$ cat config.mk
export PLATFORM = sky130hd
export DESIGN_NAME = rv32m_result
export DESIGN_NICKNAME = d
export VERILOG_FILES = /design/src/rtl/rv32m_exec_macros.svh /design/src/rtl/rv32m_exec_pkg.sv /design/src/rtl/rv32m_result.sv
export SDC_FILE = /design/constraint.sdc
export NUM_CORES = 1
export LEC_CHECK = 0
export BUFFER_PORTS_ARGS = -buffer_cell sky130_fd_sc_hd__buf_2
export CORE_MARGIN = 2
export CORE_UTILIZATION = 35
export CTS_CLUSTER_SIZE = 30
export DETAILED_ROUTE_END_ITERATION = 6
export GPL_TIMING_DRIVEN = 1
export HOLD_SLACK_MARGIN = 0.12
export PLACE_DENSITY = 0.75
export SYNTH_ARGS = -nofsm -noshare
export SYNTH_HDL_FRONTEND = slang
export SYNTH_SLANG_ARGS = --single-unit
$ cat constraint.sdc
create_clock -name clk -period 0.8 [get_ports clk]
set_input_delay 0.04 -clock clk [delete_from_list [all_inputs] [get_ports clk]]
set_output_delay 0.04 -clock clk [all_outputs]
set_load 0.02 [all_outputs]
$ cat src/rtl/rv32m_exec_macros.svh
// RV32 opcode, funct3 and funct7 encodings, included by the decoder and by the checker model
`ifndef RV32M_EXEC_MACROS_SVH
`define RV32M_EXEC_MACROS_SVH

// Major opcodes handled by the slice
`define RV32M_OPC_OP     7'b0110011
`define RV32M_OPC_OPIMM  7'b0010011

// funct7 field
`define RV32M_F7_BASE    7'b0000000  // Normal ALU ops
`define RV32M_F7_ALT     7'b0100000  // SUB and SRA/SRAI
`define RV32M_F7_MULDIV  7'b0000001  // M extension

// funct3 field, base integer names
// M ops reuse the same codes in the order mul..remu
`define RV32M_F3_ADD     3'b000
`define RV32M_F3_SLL     3'b001
`define RV32M_F3_SLT     3'b010
`define RV32M_F3_SLTU    3'b011
`define RV32M_F3_XOR     3'b100
`define RV32M_F3_SR      3'b101  // SRL or SRA, picked by funct7
`define RV32M_F3_OR      3'b110
`define RV32M_F3_AND     3'b111

`endif

$ cat src/rtl/rv32m_exec_pkg.sv
// Shared types of the execute slice: operation codes, instruction views and stage payloads
`default_nettype none

package rv32m_exec_pkg;

  // One code per operation, M group kept contiguous and in funct3 order
  typedef enum logic [4:0] {
    alu_add,
    alu_sub,
    alu_and,
    alu_or,
    alu_xor,
    alu_sll,
    alu_srl,
    alu_sra,
    alu_slt,
    alu_sltu,
    alu_mul,
    alu_mulh,
    alu_mulhsu,
    alu_mulhu,
    alu_div,
    alu_divu,
    alu_rem,
    alu_remu
  } alu_op_e;

  // Register-register layout
  typedef struct packed {
    logic [6:0] funct7;
    logic [4:0] rs2;
    logic [4:0] rs1;
    logic [2:0] funct3;
    logic [4:0] rd;
    logic [6:0] opcode;
  } r_fmt_t;

  // Register-immediate layout
  typedef struct packed {
    logic [11:0] imm;
    logic [4:0]  rs1;
    logic [2:0]  funct3;
    logic [4:0]  rd;
    logic [6:0]  opcode;
  } i_fmt_t;

  // Same 32-bit word, read as R or I depending on opcode
  typedef union packed {
    r_fmt_t r;
    i_fmt_t i;
  } instr_u;

  // Decode to execute
  typedef struct packed {
    logic        valid;
    logic        illegal;
    alu_op_e     op;
    logic [4:0]  rd;
    logic [31:0] a;
    logic [31:0] b;  // rs2 value or extended immediate
  } dec_t;

  // Execute to result
  typedef struct packed {
    logic        valid;
    logic        illegal;
    logic [4:0]  rd;
    logic [31:0] value;
  } exe_t;

endpackage

`default_nettype wire

$ cat src/rtl/rv32m_result.sv
// Result stage, registers the outputs with the zero flag and the write-back enable
`default_nettype none
`timescale 1ns/1ps

module rv32m_result (
  input  logic                 clk,
  input  logic                 arst_n,
  input  rv32m_exec_pkg::exe_t exe,
  output logic                 result_valid,
  output logic                 illegal,
  output logic [4:0]           rd,
  output logic [31:0]          result,
  output logic                 zero,
  output logic                 wb_en
);

  always_ff @(posedge clk or negedge arst_n)
  begin
    if (!arst_n)
    begin
      result_valid <= 1'b0;
      illegal      <= 1'b0;
      wb_en        <= 1'b0;
    end
    else
    begin
      result_valid <= exe.valid & ~exe.illegal;
      illegal      <= exe.valid & exe.illegal;  // Never together with result_valid
      wb_en        <= exe.valid & ~exe.illegal & (exe.rd != 5'd0);  // x0 is not written
    end
  end

  always_ff @(posedge clk)
  begin
    rd     <= exe.rd;
    result <= exe.value;
    zero   <= (exe.value == 32'd0);
  end

endmodule

`default_nettype wire

==> metrics.cfg <==
[run_status]
status=finished, violations left
violations=hold timing, setup timing

[synthesis]
synth_area_um2=929.6
synth_cell_types=9
syn_inst=56
synth_seq_cells=41
ys_seq_area_frac=0.8991
synth.avg_cell_area_um2=16.60
synth_nets=97
synth_warnings=0
synth_top_cell_by_area=dfxtp_1
synth_area_leaders=dfxtp_1 82%, dfrtp_1 8.1%, nor4_1 5.4%
yosysTopAreaCellShare=0.8183

[layout]
drive_above_1_share=0.8302
diodes=0
final_net_count=200
area_delta_synth_final_pct=107.1

[pwr]
p_total_mw=3.784
p_per_area_nw_per_um2=1965
vdd_drop_max_mv=1.773
p_leak_nw=0.8750

[global_route]
grt_start_max_net_pins=12
grt_pass1_wl_um=4119
grt-ovfl-total=0
grt_pass1_vias=912
grt_antenna_before_repair=0
track_usage=0.1813

[placed_design]
dp_slack_ps=-164.5
port_buffers=81
hpwl_um=1811
place.gp.congestion=0.7231

[detailed_routing]
wirelength_um=2634
antenna_left=0
vias_per_cell=4.439
first_pass_iters=4
dr_total_vias=839
avgRoutedWirePerCell_um=13.94
drt_iter0_markers=3
drc_errors=0

[sta]
finalCritPeriodShare=1.203
rsz0062_at_grt=true
hold_violations=27
fin_setup_tns_ps=-989.1
fin_ws_ps=-162.0
setup_viol=42
relSlewSlack=0.8104
fin_hold_ws_ps=-184.5
slew_viol_final=0
worst_slew_pin_slew_ps=281.8
period_minus_slack_ps=962.0
max_freq_mhz=1039

[floorplanning]
die-area_um2=3084
core_area_um2=2500
rows=18
start_util=0.3719
boundaryPins=82
die_h_um=55.54
dieWidth_um=55.54

[clock_tree]
clkTransAtPathRegs_ps=100
cts_buffers=5
cts_tree=built
cts_root_buffer=clkbuf_4
htree_levels=2
cts.sinks=41
clk_path_buf_depth=2
cts_setup_buffers=0

[run]
drv_cap=0

[setup_path]
crit_type=input port to flop
setup.worst_path.end_class=flop
path_max_fanout=2
crit_required_ps=1070
startpoint_type=input port
critPathArrivalTime_ps=1230

[worst_hold_path]
hp-class=input port to flop

[sequential cells by signal, indices dropped and copies added, names as in the netlist]
signal,count
illegal,1
wb_en,1
zero,1
rd,5
result,32
result_valid,1
[report_power, final]
part	total [mW]	switching [mW]	internal (mW)
Sequential	2.22	0.0474	2.17
Combinational	0.586	0.261	0.325
Clock	0.982	0.567	0.415
Total	3.78	0.875	2.91
[cell usage in the layout, fill, tap and decap left out, drive strengths merged]
master	synthesis	final
nor2b	1	1
clkbuf	0	7
or4	1	1
nor4	8	8
o21a	1	1
dfrtp	3	3
dlygate4sd3	0	15
nor2	1	1
nand4	2	2
dfxtp	38	38
buf	0	81
and2	1	1
[worst max-delay path, stage by stage]
cell	delay [ps]
buf_2	90
dlygate4sd3_1	580
nor4_2	270
nand4_1	140
nor2_1	100
[synth_stat cells]
cell     count
or4_1        1
dfrtp_1      3
nand4_1      2
nor2_1       1
and2_1       1
nor4_1       8
nor2b_1      1
dfxtp_1     38
o21a_1       1
[path summary, 6_finish.rpt]
path / end / cells past startpoint / startpoint / slack [ps]
max: zero$_DFF_P_ / 5 / exe[15] / -160
min: rd[3]$_DFF_P_ / 1 / exe[35] / -180
max in group asynchronous: wb_en$_DFF_PN0_ / 3 / arst_n / 80
min in group asynchronous: result_valid$_DFF_PN0_ / 3 / arst_n / 580
[what timing repair did]
item,CTS,global route
hold buffers,13,2
pin swaps,0,0
resized for setup,120,7
hold endpoints to repair,44,30
setup endpoints to repair,41,42
[metal layers]
metal  share of wire  vias to the layer above  wire [µm]  GRT usage
met3            0.19                        5        504     0.1475
met4           0.014                        0         38    0.08362
met1            0.30                      369        787     0.1532
met2            0.50                       68       1304     0.3027
met5               0                        -          0          0
li1                -                      397          -          -
[cell type report]
cell class              count  area [µm²]
clock buffers               7       55.05
fillers                   169       574.3
multi-input cells          15       137.6
flip-flops and latches     41       883.3
well taps                  30       37.54
repair buffers             96       812.0
[logic make-up after synthesis]
| family | synth area share |
|---|---|
| flip-flops | 0.8991 |
| AO/OA/AOI/OAI | 0.008078 |
| AND/OR/NAND/NOR | 0.09287 |
[per-stage QoR]
stage / std cells / instance area [µm²] / utilization
after floorplan: 56 / 929.6 / -
after global placement: 167 / 1373 / 0.5490
after detailed placement: 167 / 1373 / 0.5490
after CTS: 187 / 1862 / 0.7447
after global routing: 189 / 1926 / 0.7703
final: 189 / 1926 / 0.7703
(Power assumes the default switching activity.)
