===== src/rtl/rv32m_exec_macros.svh =====
// RV32 opcode, funct3 and funct7 encodings, included by the decoder and by the checker model
`ifndef RV32M_EXEC_MACROS_SVH
`define RV32M_EXEC_MACROS_SVH

// Major opcodes handled by the slice
`define RV32M_OPC_OP     7'b0110011
`define RV32M_OPC_OPIMM  7'b0010011

// funct7 field
`define RV32M_F7_BASE    7'b0000000  // Normal ALU ops
`define RV32M_F7_ALT     7'b0100000  // SUB and SRA/SRAI
`define RV32M_F7_MULDIV  7'b0000001  // M extension

// funct3 field, base integer names
// M ops reuse the same codes in the order mul..remu
`define RV32M_F3_ADD     3'b000
`define RV32M_F3_SLL     3'b001
`define RV32M_F3_SLT     3'b010
`define RV32M_F3_SLTU    3'b011
`define RV32M_F3_XOR     3'b100
`define RV32M_F3_SR      3'b101  // SRL or SRA, picked by funct7
`define RV32M_F3_OR      3'b110
`define RV32M_F3_AND     3'b111

`endif


===== src/rtl/rv32m_exec_pkg.sv =====
// Shared types of the execute slice: operation codes, instruction views and stage payloads
`default_nettype none

package rv32m_exec_pkg;

  // One code per operation, M group kept contiguous and in funct3 order
  typedef enum logic [4:0] {
    alu_add,
    alu_sub,
    alu_and,
    alu_or,
    alu_xor,
    alu_sll,
    alu_srl,
    alu_sra,
    alu_slt,
    alu_sltu,
    alu_mul,
    alu_mulh,
    alu_mulhsu,
    alu_mulhu,
    alu_div,
    alu_divu,
    alu_rem,
    alu_remu
  } alu_op_e;

  // Register-register layout
  typedef struct packed {
    logic [6:0] funct7;
    logic [4:0] rs2;
    logic [4:0] rs1;
    logic [2:0] funct3;
    logic [4:0] rd;
    logic [6:0] opcode;
  } r_fmt_t;

  // Register-immediate layout
  typedef struct packed {
    logic [11:0] imm;
    logic [4:0]  rs1;
    logic [2:0]  funct3;
    logic [4:0]  rd;
    logic [6:0]  opcode;
  } i_fmt_t;

  // Same 32-bit word, read as R or I depending on opcode
  typedef union packed {
    r_fmt_t r;
    i_fmt_t i;
  } instr_u;

  // Decode to execute
  typedef struct packed {
    logic        valid;
    logic        illegal;
    alu_op_e     op;
    logic [4:0]  rd;
    logic [31:0] a;
    logic [31:0] b;  // rs2 value or extended immediate
  } dec_t;

  // Execute to result
  typedef struct packed {
    logic        valid;
    logic        illegal;
    logic [4:0]  rd;
    logic [31:0] value;
  } exe_t;

endpackage

`default_nettype wire


===== src/rtl/rv32m_decode.sv =====
// Decode stage, maps an OP or OP-IMM word and its operands onto an operation and registers it
`default_nettype none
`timescale 1ns/1ps

`include "rv32m_exec_macros.svh"

module rv32m_decode (
  input  logic                   clk,
  input  logic                   arst_n,
  input  logic                   instr_valid,
  input  rv32m_exec_pkg::instr_u instr,
  input  logic [31:0]            rs1_data,
  input  logic [31:0]            rs2_data,
  output rv32m_exec_pkg::dec_t   dec
);

  import rv32m_exec_pkg::*;

  alu_op_e     op_c;
  logic [31:0] b_c;
  logic [4:0]  rd_c;
  logic        illegal_c;

  logic        valid_q;
  logic        illegal_q;
  alu_op_e     op_q;
  logic [4:0]  rd_q;
  logic [31:0] a_q;
  logic [31:0] b_q;

  // Base integer op for a funct3, shared by OP and OP-IMM
  function automatic alu_op_e base_op(input logic [2:0] f3);
    alu_op_e r;
    r = alu_add;
    case (f3)
      `RV32M_F3_ADD:  r = alu_add;
      `RV32M_F3_SLL:  r = alu_sll;
      `RV32M_F3_SLT:  r = alu_slt;
      `RV32M_F3_SLTU: r = alu_sltu;
      `RV32M_F3_XOR:  r = alu_xor;
      `RV32M_F3_SR:   r = alu_srl;
      `RV32M_F3_OR:   r = alu_or;
      `RV32M_F3_AND:  r = alu_and;
    endcase
    return r;
  endfunction

  always_comb
  begin
    op_c      = alu_add;
    b_c       = rs2_data;
    rd_c      = instr.r.rd;
    illegal_c = 1'b0;
    case (instr.r.opcode)
      `RV32M_OPC_OP:
      begin
        case (instr.r.funct7)
          `RV32M_F7_BASE:   op_c = base_op(instr.r.funct3);
          `RV32M_F7_MULDIV: op_c = alu_op_e'(alu_mul + {2'b00, instr.r.funct3});
          `RV32M_F7_ALT:
          begin
            if (instr.r.funct3 == `RV32M_F3_ADD)
              op_c = alu_sub;
            else if (instr.r.funct3 == `RV32M_F3_SR)
              op_c = alu_sra;
            else
              illegal_c = 1'b1;
          end
          default: illegal_c = 1'b1;
        endcase
      end
      `RV32M_OPC_OPIMM:
      begin
        op_c = base_op(instr.i.funct3);
        b_c  = {{20{instr.i.imm[11]}}, instr.i.imm};
        if (instr.i.funct3 == `RV32M_F3_SLL || instr.i.funct3 == `RV32M_F3_SR)
        begin
          b_c = {27'b0, instr.i.imm[4:0]};  // Shift amount only
          if (instr.i.funct3 == `RV32M_F3_SR && instr.i.imm[11:5] == `RV32M_F7_ALT)
            op_c = alu_sra;
          else if (instr.i.imm[11:5] != `RV32M_F7_BASE)
            illegal_c = 1'b1;
        end
      end
      default: illegal_c = 1'b1;
    endcase
    if (illegal_c)
      rd_c = 5'd0;
  end

  always_ff @(posedge clk or negedge arst_n)
  begin
    if (!arst_n)
    begin
      valid_q   <= 1'b0;
      illegal_q <= 1'b0;
    end
    else
    begin
      valid_q   <= instr_valid;
      illegal_q <= instr_valid & illegal_c;
    end
  end

  // Payload, only meaningful with valid_q
  always_ff @(posedge clk)
  begin
    op_q <= op_c;
    rd_q <= rd_c;
    a_q  <= rs1_data;
    b_q  <= b_c;
  end

  assign dec = '{valid: valid_q, illegal: illegal_q, op: op_q, rd: rd_q, a: a_q, b: b_q};

endmodule

`default_nettype wire


===== config.mk =====
export PLATFORM = sky130hd
export DESIGN_NAME = rv32m_decode
export DESIGN_NICKNAME = d
export VERILOG_FILES = /design/src/rtl/rv32m_exec_pkg.sv /design/src/rtl/rv32m_decode.sv
export VERILOG_INCLUDE_DIRS = /design/src /design/src/rtl
export SDC_FILE = /design/constraint.sdc
export NUM_CORES = 1
export LEC_CHECK = 0
export ABC_CLOCK_PERIOD_IN_PS = 1700
export BUFFER_PORTS_ARGS = -buffer_cell sky130_fd_sc_hd__buf_2
export CAP_MARGIN = 20
export CORE_UTILIZATION = 40
export CTS_CLUSTER_SIZE = 10
export DETAILED_ROUTE_END_ITERATION = 7
export PLACE_DENSITY_LB_ADDON = 0.3
export SLEW_MARGIN = 25
export SYNTH_ARGS = -nofsm -noshare
export SYNTH_HDL_FRONTEND = slang
export SYNTH_SLANG_ARGS = --single-unit

===== constraint.sdc =====
create_clock -name clk -period 1.7 [get_ports clk]
set_clock_uncertainty 0.2 [all_clocks]
set_input_delay 0.085 -clock clk [delete_from_list [all_inputs] [get_ports clk]]
set_output_delay 0.085 -clock clk [all_outputs]
set_load 0.02 [all_outputs]

==> results of run 1 <==
-- sequential cells by signal, indices dropped and copies added, names as in the netlist --
| signal | flops |
|---|---|
| op_q | 5 |
| b_q | 32 |
| illegal_q | 1 |
| a_q | 32 |
| valid_q | 1 |
| rd_q | 5 |
-- cell families (layout without fill, tap and decap cells) --
kind of cell,Yosys count,after routing,synth area share
DFF,76,76,0.675
AOI/OAI and AO/OA,43,43,0.137
and+or+nand+nor,38,38,0.0960
buffers and inverters,16,286,0.0436
muxes,6,6,0.0292
adders and majority gates,2,2,0.0110
xor gates and xnor gates,2,2,0.00773
other,0,1,0
-- area by class of cell --
class                   count  area (um^2)
diodes                      1         2.50
clock buffers               9          124
inverters                   4         15.0
clock inverters             7          121
fillers                   343         1120
multi-input cells          91          643
repair buffers            266         1820
flip-flops and latches     76         1530
well taps                  72         90.1
-- power groups by stage --
stage | clock [mW] | combinational [mW] | sequential [mW]
finish | 1.70 | 0.607 | 1.89
global route | 1.79 | 0.641 | 1.90
CTS | 1.70 | 0.578 | 1.88
detailed placement | 0 | 0.412 | 1.93
global placement | 0 | 0.404 | 1.92
floorplan | 0 | 0.0965 | 2.04
-- per-stage QoR --
step | worst slack, ns | hold WS, ns
6_report | 0.0342 | 0.0241
5_1_grt | 0.0106 | 0.0402
4_1_cts | 0.0828 | 0.00225
3_5_place_dp | -0.170 | -0.322
3_3_place_gp | -0.108 | -0.331
2_1_floorplan | 0.0295 | -0.411
-- layer usage --
layer | global-route usage | up-vias | wire length, um
met2 | 0.550 | 127 | 4790
met4 | 0.142 | 0 | 218
met1 | 0.296 | 1143 | 3220
met3 | 0.0929 | 21 | 595
li1 | - | 1166 | -
met5 | 0 | - | 0
-- cell usage after synthesis (2+ instances only) --
| cell type | count |
|---|---|
| a21o_1 | 21 |
| a21oi_1 | 2 |
| buf_2 | 2 |
| buf_4 | 2 |
| clkbuf_1 | 4 |
| clkbuf_8 | 2 |
| dfrtp_1 | 2 |
| dfxtp_1 | 74 |
| ha_1 | 2 |
| inv_1 | 4 |
| mux2_1 | 4 |
| nand2_1 | 14 |
| nand2b_1 | 2 |
| nor2_1 | 3 |
| nor3_1 | 2 |
| nor3b_1 | 5 |
| nor4_1 | 2 |
| nor4b_1 | 2 |
| o211ai_1 | 2 |
| o21ai_0 | 7 |
| o22ai_1 | 2 |
| o31ai_1 | 2 |
| or2_1 | 2 |
-- path summary, 6_finish.rpt --
| check | endpoint | slack [ns] |
|---|---|---|
| max | op_q[0] | 0.03 |
| min | op_q[1] | 0.02 |
| max in group asynchronous | valid_q | 0.77 |
| min in group asynchronous | illegal_q | 0.39 |
-- worst max-delay path: cells and delay by family --
| kind | cells | cell delay (ns) |
|---|---|---|
| buf+inv | 2 | 0.70 |
| simple gates | 1 | 0.51 |
| compound gates | 2 | 0.44 |
-- repair_timing --
action | 4_1_cts | 5_1_grt
endpoints found under the setup margin | 0 | 2
endpoints found under the hold margin | 77 | 0
hold buffers | 90 | 0
resized for setup | 0 | 1
==> impl_metrics.toml, run 1 <==
[sta]
finalHoldViolCount = 0
rsz0062_at_grt = "no"
finalSetupViolations = 0
fin_crit_ns = 1.67
tightestPinTransition_ns = 0.365
max-slew-margin-rel = 0.755
max_freq_mhz = 600
fin_tns_setup_ns = 0
slew_violations = 0
finalCritPeriodShare = 0.980

[synth]
synth_edf_count = 0
ys_seq_area_frac = 0.675
syn-cell-area_um2 = 2270
syn_avg_cell_area_um2 = 12.4
synth_area_leader_cell = "dfxtp_1"
ys_ff_latch = 76
synthFlopType = "dfxtp_1"
yosys-top-cells-area = "dfxtp_1 (65%), a21o_1 (7.0%), nand2_1 (2.3%)"
ys_warn_count = 0
synth_fp_nets = 284
synthCells = 183
ys_async_sr_fraction = 0.0263
synth_top_cell_area_share = 0.653
synth_cell_types = 42

[critical_path]
crit_path_end_kind = "flop"
setup.worst_path.start = "instr[29]"
cp_slowest_cell = "dlygate4sd3_1"
cp.required_ns = 1.77
path_cells = "dlygate4sd3_1 -> buf_2 -> or4_1 -> a311o_1 -> o21ai_0"
start_kind = "primary input"
critical_path_class = "in2reg"
worstPathArrival_ns = 1.73
slowest_delay_ns = 0.55
cp_max_fo = 4

[power]
leakage_nw = 2.21
p_sw_frac = 0.244
ir_worst_vdd_v = 0.000753
power_mw = 4.20
powerDensity_nw_per_um2 = 964
p_sw_mw = 1.02
pwr-share-comb = 0.145
power.share.clock = 0.404
p_seq_frac = 0.451
p_int_mw = 3.17

[routing]
drtAntennaViolNets = 0
postRouteWirelength_mm = 8.82
drc = 0
vias_per_cell = 4.67
drt_pass1_iterations = 4
drt-initial-drc-count = 130
wl_per_cell_um = 16.8
vias = 2457

[clock_tree]
cts_tree = "built"
clk_path_buf_depth = 2
cts_setup_buffers = 0
cts.sinks = 76
root_buffer = "clkbuf_8"
path_clk_slew_ns = 0.08
numCtsBuffers = 9
htreeDepth = 3

[floorplanning]
die_y_um = 77.3
rows = 27
dieArea_um2 = 5970
core_um2 = 5470
ios = 175
die_w_um = 77.3
initial_core_util = 0.414

[flow_run]
max-cap-violations = 0

[layout]
final_util = 0.795
nets = 549
final_common_cell = "buf_2"
finish.instance_area_um2 = 4350
area_growth_pct = 91.9
layout_common_cells = "buf_2 (169), dlygate4sd3_1 (90), dfxtp_1 (74)"
drive_above_1_share = 0.439
fin_cells = 526

[global_routing]
grt-ovfl-total = 0
grt_pass1_vias = 2575
grt_pass1_wl_mm = 13.1
grtUsageTotal = 0.296
antenna_found_initial = 1
grt_max_degree = 22

[place]
dp_cells = 419
post-dp-hpwl_mm = 4.30
gp_congestion = 0.785
io_buffers = 169
detailed_place.area_um2 = 3200

[hold_path]
hold_class = "in2reg"
worstHoldPathCells = 3
hold_start = "instr[5]"

[status]
outcome = "completed"
No activity file was read; power rests on OpenSTA's default activity.
==> run 2: changes to the inputs <==
--- a/config.mk
+++ b/config.mk
@@ -6,7 +6,7 @@
 export SDC_FILE = /design/constraint.sdc
 export NUM_CORES = 1
 export LEC_CHECK = 0
-export ABC_CLOCK_PERIOD_IN_PS = 1700
+export ABC_AREA = 1
 export BUFFER_PORTS_ARGS = -buffer_cell sky130_fd_sc_hd__buf_2
 export CAP_MARGIN = 20
 export CORE_UTILIZATION = 40
==> run 2 against run 1 <==
Compared with the run above: sequential power barely moved; highest routed layer unchanged; synthesized area rose by 4.2%; synthesized cell count is 35% higher; first-iteration DRC count is 22% lower; utilization fell by 0.85 points; critical endpoint is now b_q[9]; sequential share of layout area fell by 0.48 points; non-clock buffer count fell by 1; die area increased by 4.1%.
==> impl_metrics.toml, run 2 <==
[synth]
synth_fp_nets = 348
ys_warn_count = 0
synthFlopType = "dfxtp_1"
syn_avg_cell_area_um2 = 9.56
synth_edf_count = 0
synthCells = 247
synth_top_cell_area_share = 0.627
ys_seq_area_frac = 0.648
ys_async_sr_fraction = 0.0263
synth_cell_types = 21
syn-cell-area_um2 = 2360
ys_ff_latch = 76
synth_common_cells = "nand2_1 (98), dfxtp_1 (74), nor2_1 (17)"
yosys-top-cells-area = "dfxtp_1 (63%), nand2_1 (16%), nor2_1 (2.7%)"
synth_area_leader_cell = "dfxtp_1"
synth.most_common_cell = "nand2_1"

[critical_path]
crit_path_end_kind = "flop"
cp_max_fo = 10
slowest_delay_ns = 0.56
critical_path_class = "in2reg"
start_kind = "primary input"
cp_slowest_cell = "dlygate4sd3_1"
path_cells = "dlygate4sd3_1 -> buf_2 -> inv_2 -> nand2_4 -> nand3_1 -> nand2_1 -> dlygate4sd3_1"
critPathMostFrequentCell = "dlygate4sd3_1"
worstPathArrival_ns = 1.68
cp.required_ns = 1.71

[routing]
vias = 2635
wl_per_cell_um = 13.3
drt-initial-drc-count = 101
drc = 0
vias_per_cell = 4.45
drtAntennaViolNets = 0
postRouteWirelength_mm = 7.90
drt_pass1_iterations = 4

[layout]
final_common_cell = "buf_2"
drive_above_1_share = 0.394
finish.instance_area_um2 = 4410
diodes = 0
area_growth_pct = 86.8
nFillCells = 382
largestRegisters = "a_q x32, b_q x32"
layout_common_cells = "buf_2 (167), nand2_1 (98), dlygate4sd3_1 (92)"
nets = 616

[sta]
max_freq_mhz = 599
finalCritPeriodShare = 0.982
fin_crit_ns = 1.67
rsz0062_at_grt = "no"
fin_tns_setup_ns = 0
finalHoldViolCount = 0
tightestPinTransition_ns = 0.428
slew_violations = 0
max-slew-margin-rel = 0.714
finalSetupViolations = 0

[clock_tree]
clk_path_buf_depth = 2
cts.sinks = 76
numCtsBuffers = 9
htreeDepth = 3
root_buffer = "clkbuf_8"
path_clk_slew_ns = 0.08
cts_tree = "built"

[floorplanning]
dieArea_um2 = 6220
initial_core_util = 0.421
ios = 175
rows = 27
die_y_um = 78.9
die_w_um = 78.9
core_um2 = 5610

[power]
powerDensity_nw_per_um2 = 883
leakage_nw = 2.40
ir_worst_vdd_v = 0.000504

[global_routing]
grt-ovfl-total = 0
grt_max_degree = 33
grt_pass1_wl_mm = 12.3
grtUsageTotal = 0.263
antenna_found_initial = 0
grt_pass1_vias = 2685

[place]
detailed_place.area_um2 = 3230
io_buffers = 169
gp_congestion = 0.923
post-dp-hpwl_mm = 4.25

[status]
outcome = "completed"

[flow_run]
max-cap-violations = 0

[hold_path]
hold_class = "in2reg"
## run 2: cell types whose count changed after synthesis, moves of 5 or more
cell	delta
a21o_1	-21
inv_1	+9
nand2_1	+84
nand3_1	+7
nor2_1	+14
nor2_2	+6
nor3b_1	-5
## run 2: layer usage
layer  global-route usage  part of all wire  vias to the layer above
met3               0.0563             0.068                       13
met1                0.240              0.35                     1201
met4                0.129             0.018                        0
met2                0.536              0.56                      128
li1                     -                 -                     1293
met5                    0                 0                        -
## run 2: cells by family after synthesis
family	after synthesis	share of synthesized area
AOI/OAI and AO/OA	7	0.0164
adders and majority gates	2	0.0106
buffers and inverters	22	0.0556
DFF	76	0.648
and+or+nand+nor	140	0.269
## run 2: power breakdown
group	switching (mW)	internal [mW]	total, mW
registers	0.0228	1.87	1.89
logic	0.279	0.304	0.583
clock network	0.659	0.762	1.42
## run 2: stage by stage
| stage | setup slack, ns | util | total power, mW | instances | hold WS, ns |
|---|---|---|---|---|---|
| 4_1_cts | 0.0455 | 0.782 | 3.90 | 592 | 0.00431 |
| 3_5_place_dp | 0.209 | 0.575 | 2.33 | 481 | -0.330 |
| 5_1_grt | 0.00111 | 0.787 | 4.05 | 592 | 0.0633 |
| 3_3_place_gp | 0.242 | 0.575 | 2.32 | 481 | -0.331 |
| 6_report | 0.0300 | 0.787 | 3.89 | 592 | 0.0373 |
| 2_1_floorplan | 0.605 | - | 2.12 | 247 | -0.411 |
## run 2: cell type report
type / count / area [um^2] / share of cell area
Clock buffer: 11 / 151 / 0.0343
Clock inverter: 5 / 57.6 / 0.0130
Inverter: 14 / 55.1 / 0.0125
Multi-Input combinational cell: 149 / 709 / 0.161
Sequential cell: 76 / 1530 / 0.347
Tap cell: 72 / 90.1 / 0.0204
Timing Repair Buffer: 265 / 1820 / 0.412
## run 2: worst paths after layout
| kind | cells past startpoint | endpoint | slack [ns] | start |
|---|---|---|---|---|
| max in group asynchronous | 3 | illegal_q | 0.74 | arst_n |
| worst min-delay path | 6 | rd_q[0] | 0.04 | instr[2] |
| worst max-delay path | 7 | b_q[9] | 0.03 | instr[13] |
| min in group asynchronous | 3 | valid_q | 0.42 | arst_n |
## run 2: worst max-delay path, delay by kind of cell
family        cells  cell delay, ns
buf+inv           4            1.35
simple gates      3            0.26
## run 2: timing repair
item | in CTS | in global routing
hold buffers | 95 | 0
setup endpoints to repair | 0 | 16
resized for setup | 0 | 8
setup buffers | 0 | 2
endpoints found under the hold margin | 78 | 0
==> run 3: changes to the inputs <==
--- a/config.mk
+++ b/config.mk
@@ -6,13 +6,12 @@
 export SDC_FILE = /design/constraint.sdc
 export NUM_CORES = 1
 export LEC_CHECK = 0
-export ABC_AREA = 1
-export BUFFER_PORTS_ARGS = -buffer_cell sky130_fd_sc_hd__buf_2
+export BUFFER_PORTS_ARGS = -buffer_cell sky130_fd_sc_hd__buf_4
 export CAP_MARGIN = 20
 export CORE_UTILIZATION = 40
 export CTS_CLUSTER_SIZE = 10
 export DETAILED_ROUTE_END_ITERATION = 7
-export PLACE_DENSITY_LB_ADDON = 0.3
+export PLACE_DENSITY_LB_ADDON = 0.1
 export SLEW_MARGIN = 25
 export SYNTH_ARGS = -nofsm -noshare
 export SYNTH_HDL_FRONTEND = slang
==> run 3 against run 2 <==
Compared with the run above: utilization up 8.1 points; worst hold slack better by 0.050 ns; power increased by 8.5%; first-iteration DRC count down 20%; wire length rose by 22%; via count down 6.2%; setup slack improved by 0.043 ns; sequential share of layout area fell by 2.5 points; cell count shrank 11%; die area shrank 3.9%; clock-buffer cell count grew 2; critical path depth fell by 1; largest power group unchanged; highest routed layer unchanged.
==> impl_metrics.toml, run 3 (synthesized netlist as in run 1, its figures left out) <==
[routing]
vias = 2471
wl_met1_mm = 3.48
drc = 0
drt_pass1_iterations = 4
wl_per_cell_um = 18.3
postRouteWirelength_mm = 9.65
drtAntennaViolNets = 0
wl_met2_mm = 5.26
wl_met3_um = 573
routed.top_layer = "met4"
drt-initial-drc-count = 81
vias_per_cell = 4.68

[floorplanning]
core_um2 = 5470
die_y_um = 77.3
dieArea_um2 = 5970
initial_core_util = 0.414
ios = 175
die_w_um = 77.3
rows = 27

[clock_tree]
htreeDepth = 3
cts.sinks = 76
clk_path_buf_depth = 2
cts_tree = "built"
numCtsBuffers = 9
path_clk_slew_ns = 0.08
root_buffer = "clkbuf_8"

[sta]
max-slew-margin-rel = 0.751
tightestPinTransition_ns = 0.373
rsz0062_at_grt = "no"
finalSetupViolations = 0
max_freq_mhz = 615
finalCritPeriodShare = 0.957
finalHoldViolCount = 0
slew_violations = 0
fin_crit_ns = 1.63

[power]
powerDensity_nw_per_um2 = 889
leakage_nw = 2.33
ir_worst_vdd_v = 0.000804

[place]
dp_cells = 418
post-dp-hpwl_mm = 4.57
gp_congestion = 0.860
io_buffers = 169
detailed_place.area_um2 = 3590

[layout]
nets = 549
area_growth_pct = 109
layout_common_cells = "buf_4 (176), dlygate4sd3_1 (89), dfxtp_1 (74)"
drive_above_1_share = 0.439
largestRegisters = "a_q x32, b_q x32"
fin_cells = 528
final_common_cell = "buf_4"
nFillCells = 290
finish.instance_area_um2 = 4750

[critical_path]
endpoint = "b_q[6]"
cp.required_ns = 1.72
critical_path_class = "in2reg"
crit_path_end_kind = "flop"
cp_max_fo = 10
worstPathArrival_ns = 1.65
setup.worst_path.start = "instr[13]"
start_kind = "primary input"

[global_routing]
grt-ovfl-total = 0
grt_max_degree = 31
grt_pass1_wl_mm = 14.6
grtUsageTotal = 0.330
grt_pass1_vias = 2641
antenna_found_initial = 1

[status]
outcome = "completed"

[hold_path]
hold_class = "in2reg"

[flow_run]
max-cap-violations = 0
==> run 3: cell count changes in the layout (fill, tap and decap cells not counted), sizes merged, moves of 3 or more <==
cell | previous run | this run
nand2 | 101 | 14
diode | 0 | 3
dlymetal6s4s | 3 | 0
mux2 | 0 | 5
nand3 | 13 | 0
nor3b | 0 | 5
nor2 | 24 | 3
inv | 15 | 4
a21o | 0 | 21
buf | 170 | 177
dlygate4sd3 | 92 | 89
==> run 3: worst min path at each step <==
stage,start,end,depth (start not counted)
after floorplan,arst_n,illegal_q,0
after global placement,arst_n,valid_q,1
after detailed placement,arst_n,illegal_q,1
after CTS,instr[31],rd_q[4],4
after global routing,instr[26],rd_q[0],4
final,instr[26],rd_q[4],4
==> run 3: per-stage QoR <==
step	TNS, ns	setup slack (ns)	total power [mW]	utilization	hold WS [ns]
CTS	0	0.0207	4.13	0.861	0.0639
floorplan	0	0.0295	2.13	-	-0.411
global placement	-0.124	-0.124	2.44	0.657	-0.332
global route	0	0.0134	4.36	0.867	0.105
detailed placement	-0.156	-0.142	2.45	0.657	-0.331
finish	0	0.0733	4.22	0.868	0.0878
==> run 3: what timing repair did <==
action / CTS / global route
hold buffers: 89 / 0
buffers inserted: 0 / 2
hold endpoints to repair: 78 / 0
endpoints found under the setup margin: 0 / 2
resized for setup: 0 / 4
==> run 3: power by group <==
| group | switching [mW] | internal, mW |
|---|---|---|
| Sequential | 0.0312 | 1.87 |
| Clock | 0.682 | 0.913 |
| Combinational | 0.303 | 0.429 |
==> run 3: worst max-delay path, stage by stage <==
cell and delay (ns):
dlygate4sd3_1 0.54, buf_4 0.17, nand2b_4 0.15, nand2_1 0.09, dlygate4sd3_1 0.55, o21ai_0 0.06
==> run 3: routing by layer <==
metal  global-route usage  vias to the layer above
met2                0.620                      129
met5                    0                        -
li1                     -                     1165
met4                0.166                        0
met3               0.0821                       28
met1                0.334                     1149
==> run 3: final cells by class <==
type	instances	area [um^2]	area share
sequential	76	1530	0.322
antenna	3	7.51	0.00158
clock buffer	13	159	0.0335
inverter	4	15.0	0.00316
multi-input combinational	91	654	0.138
clock inverter	3	68.8	0.0145
timing repair buffer	266	2220	0.468
tap	72	90.1	0.0190
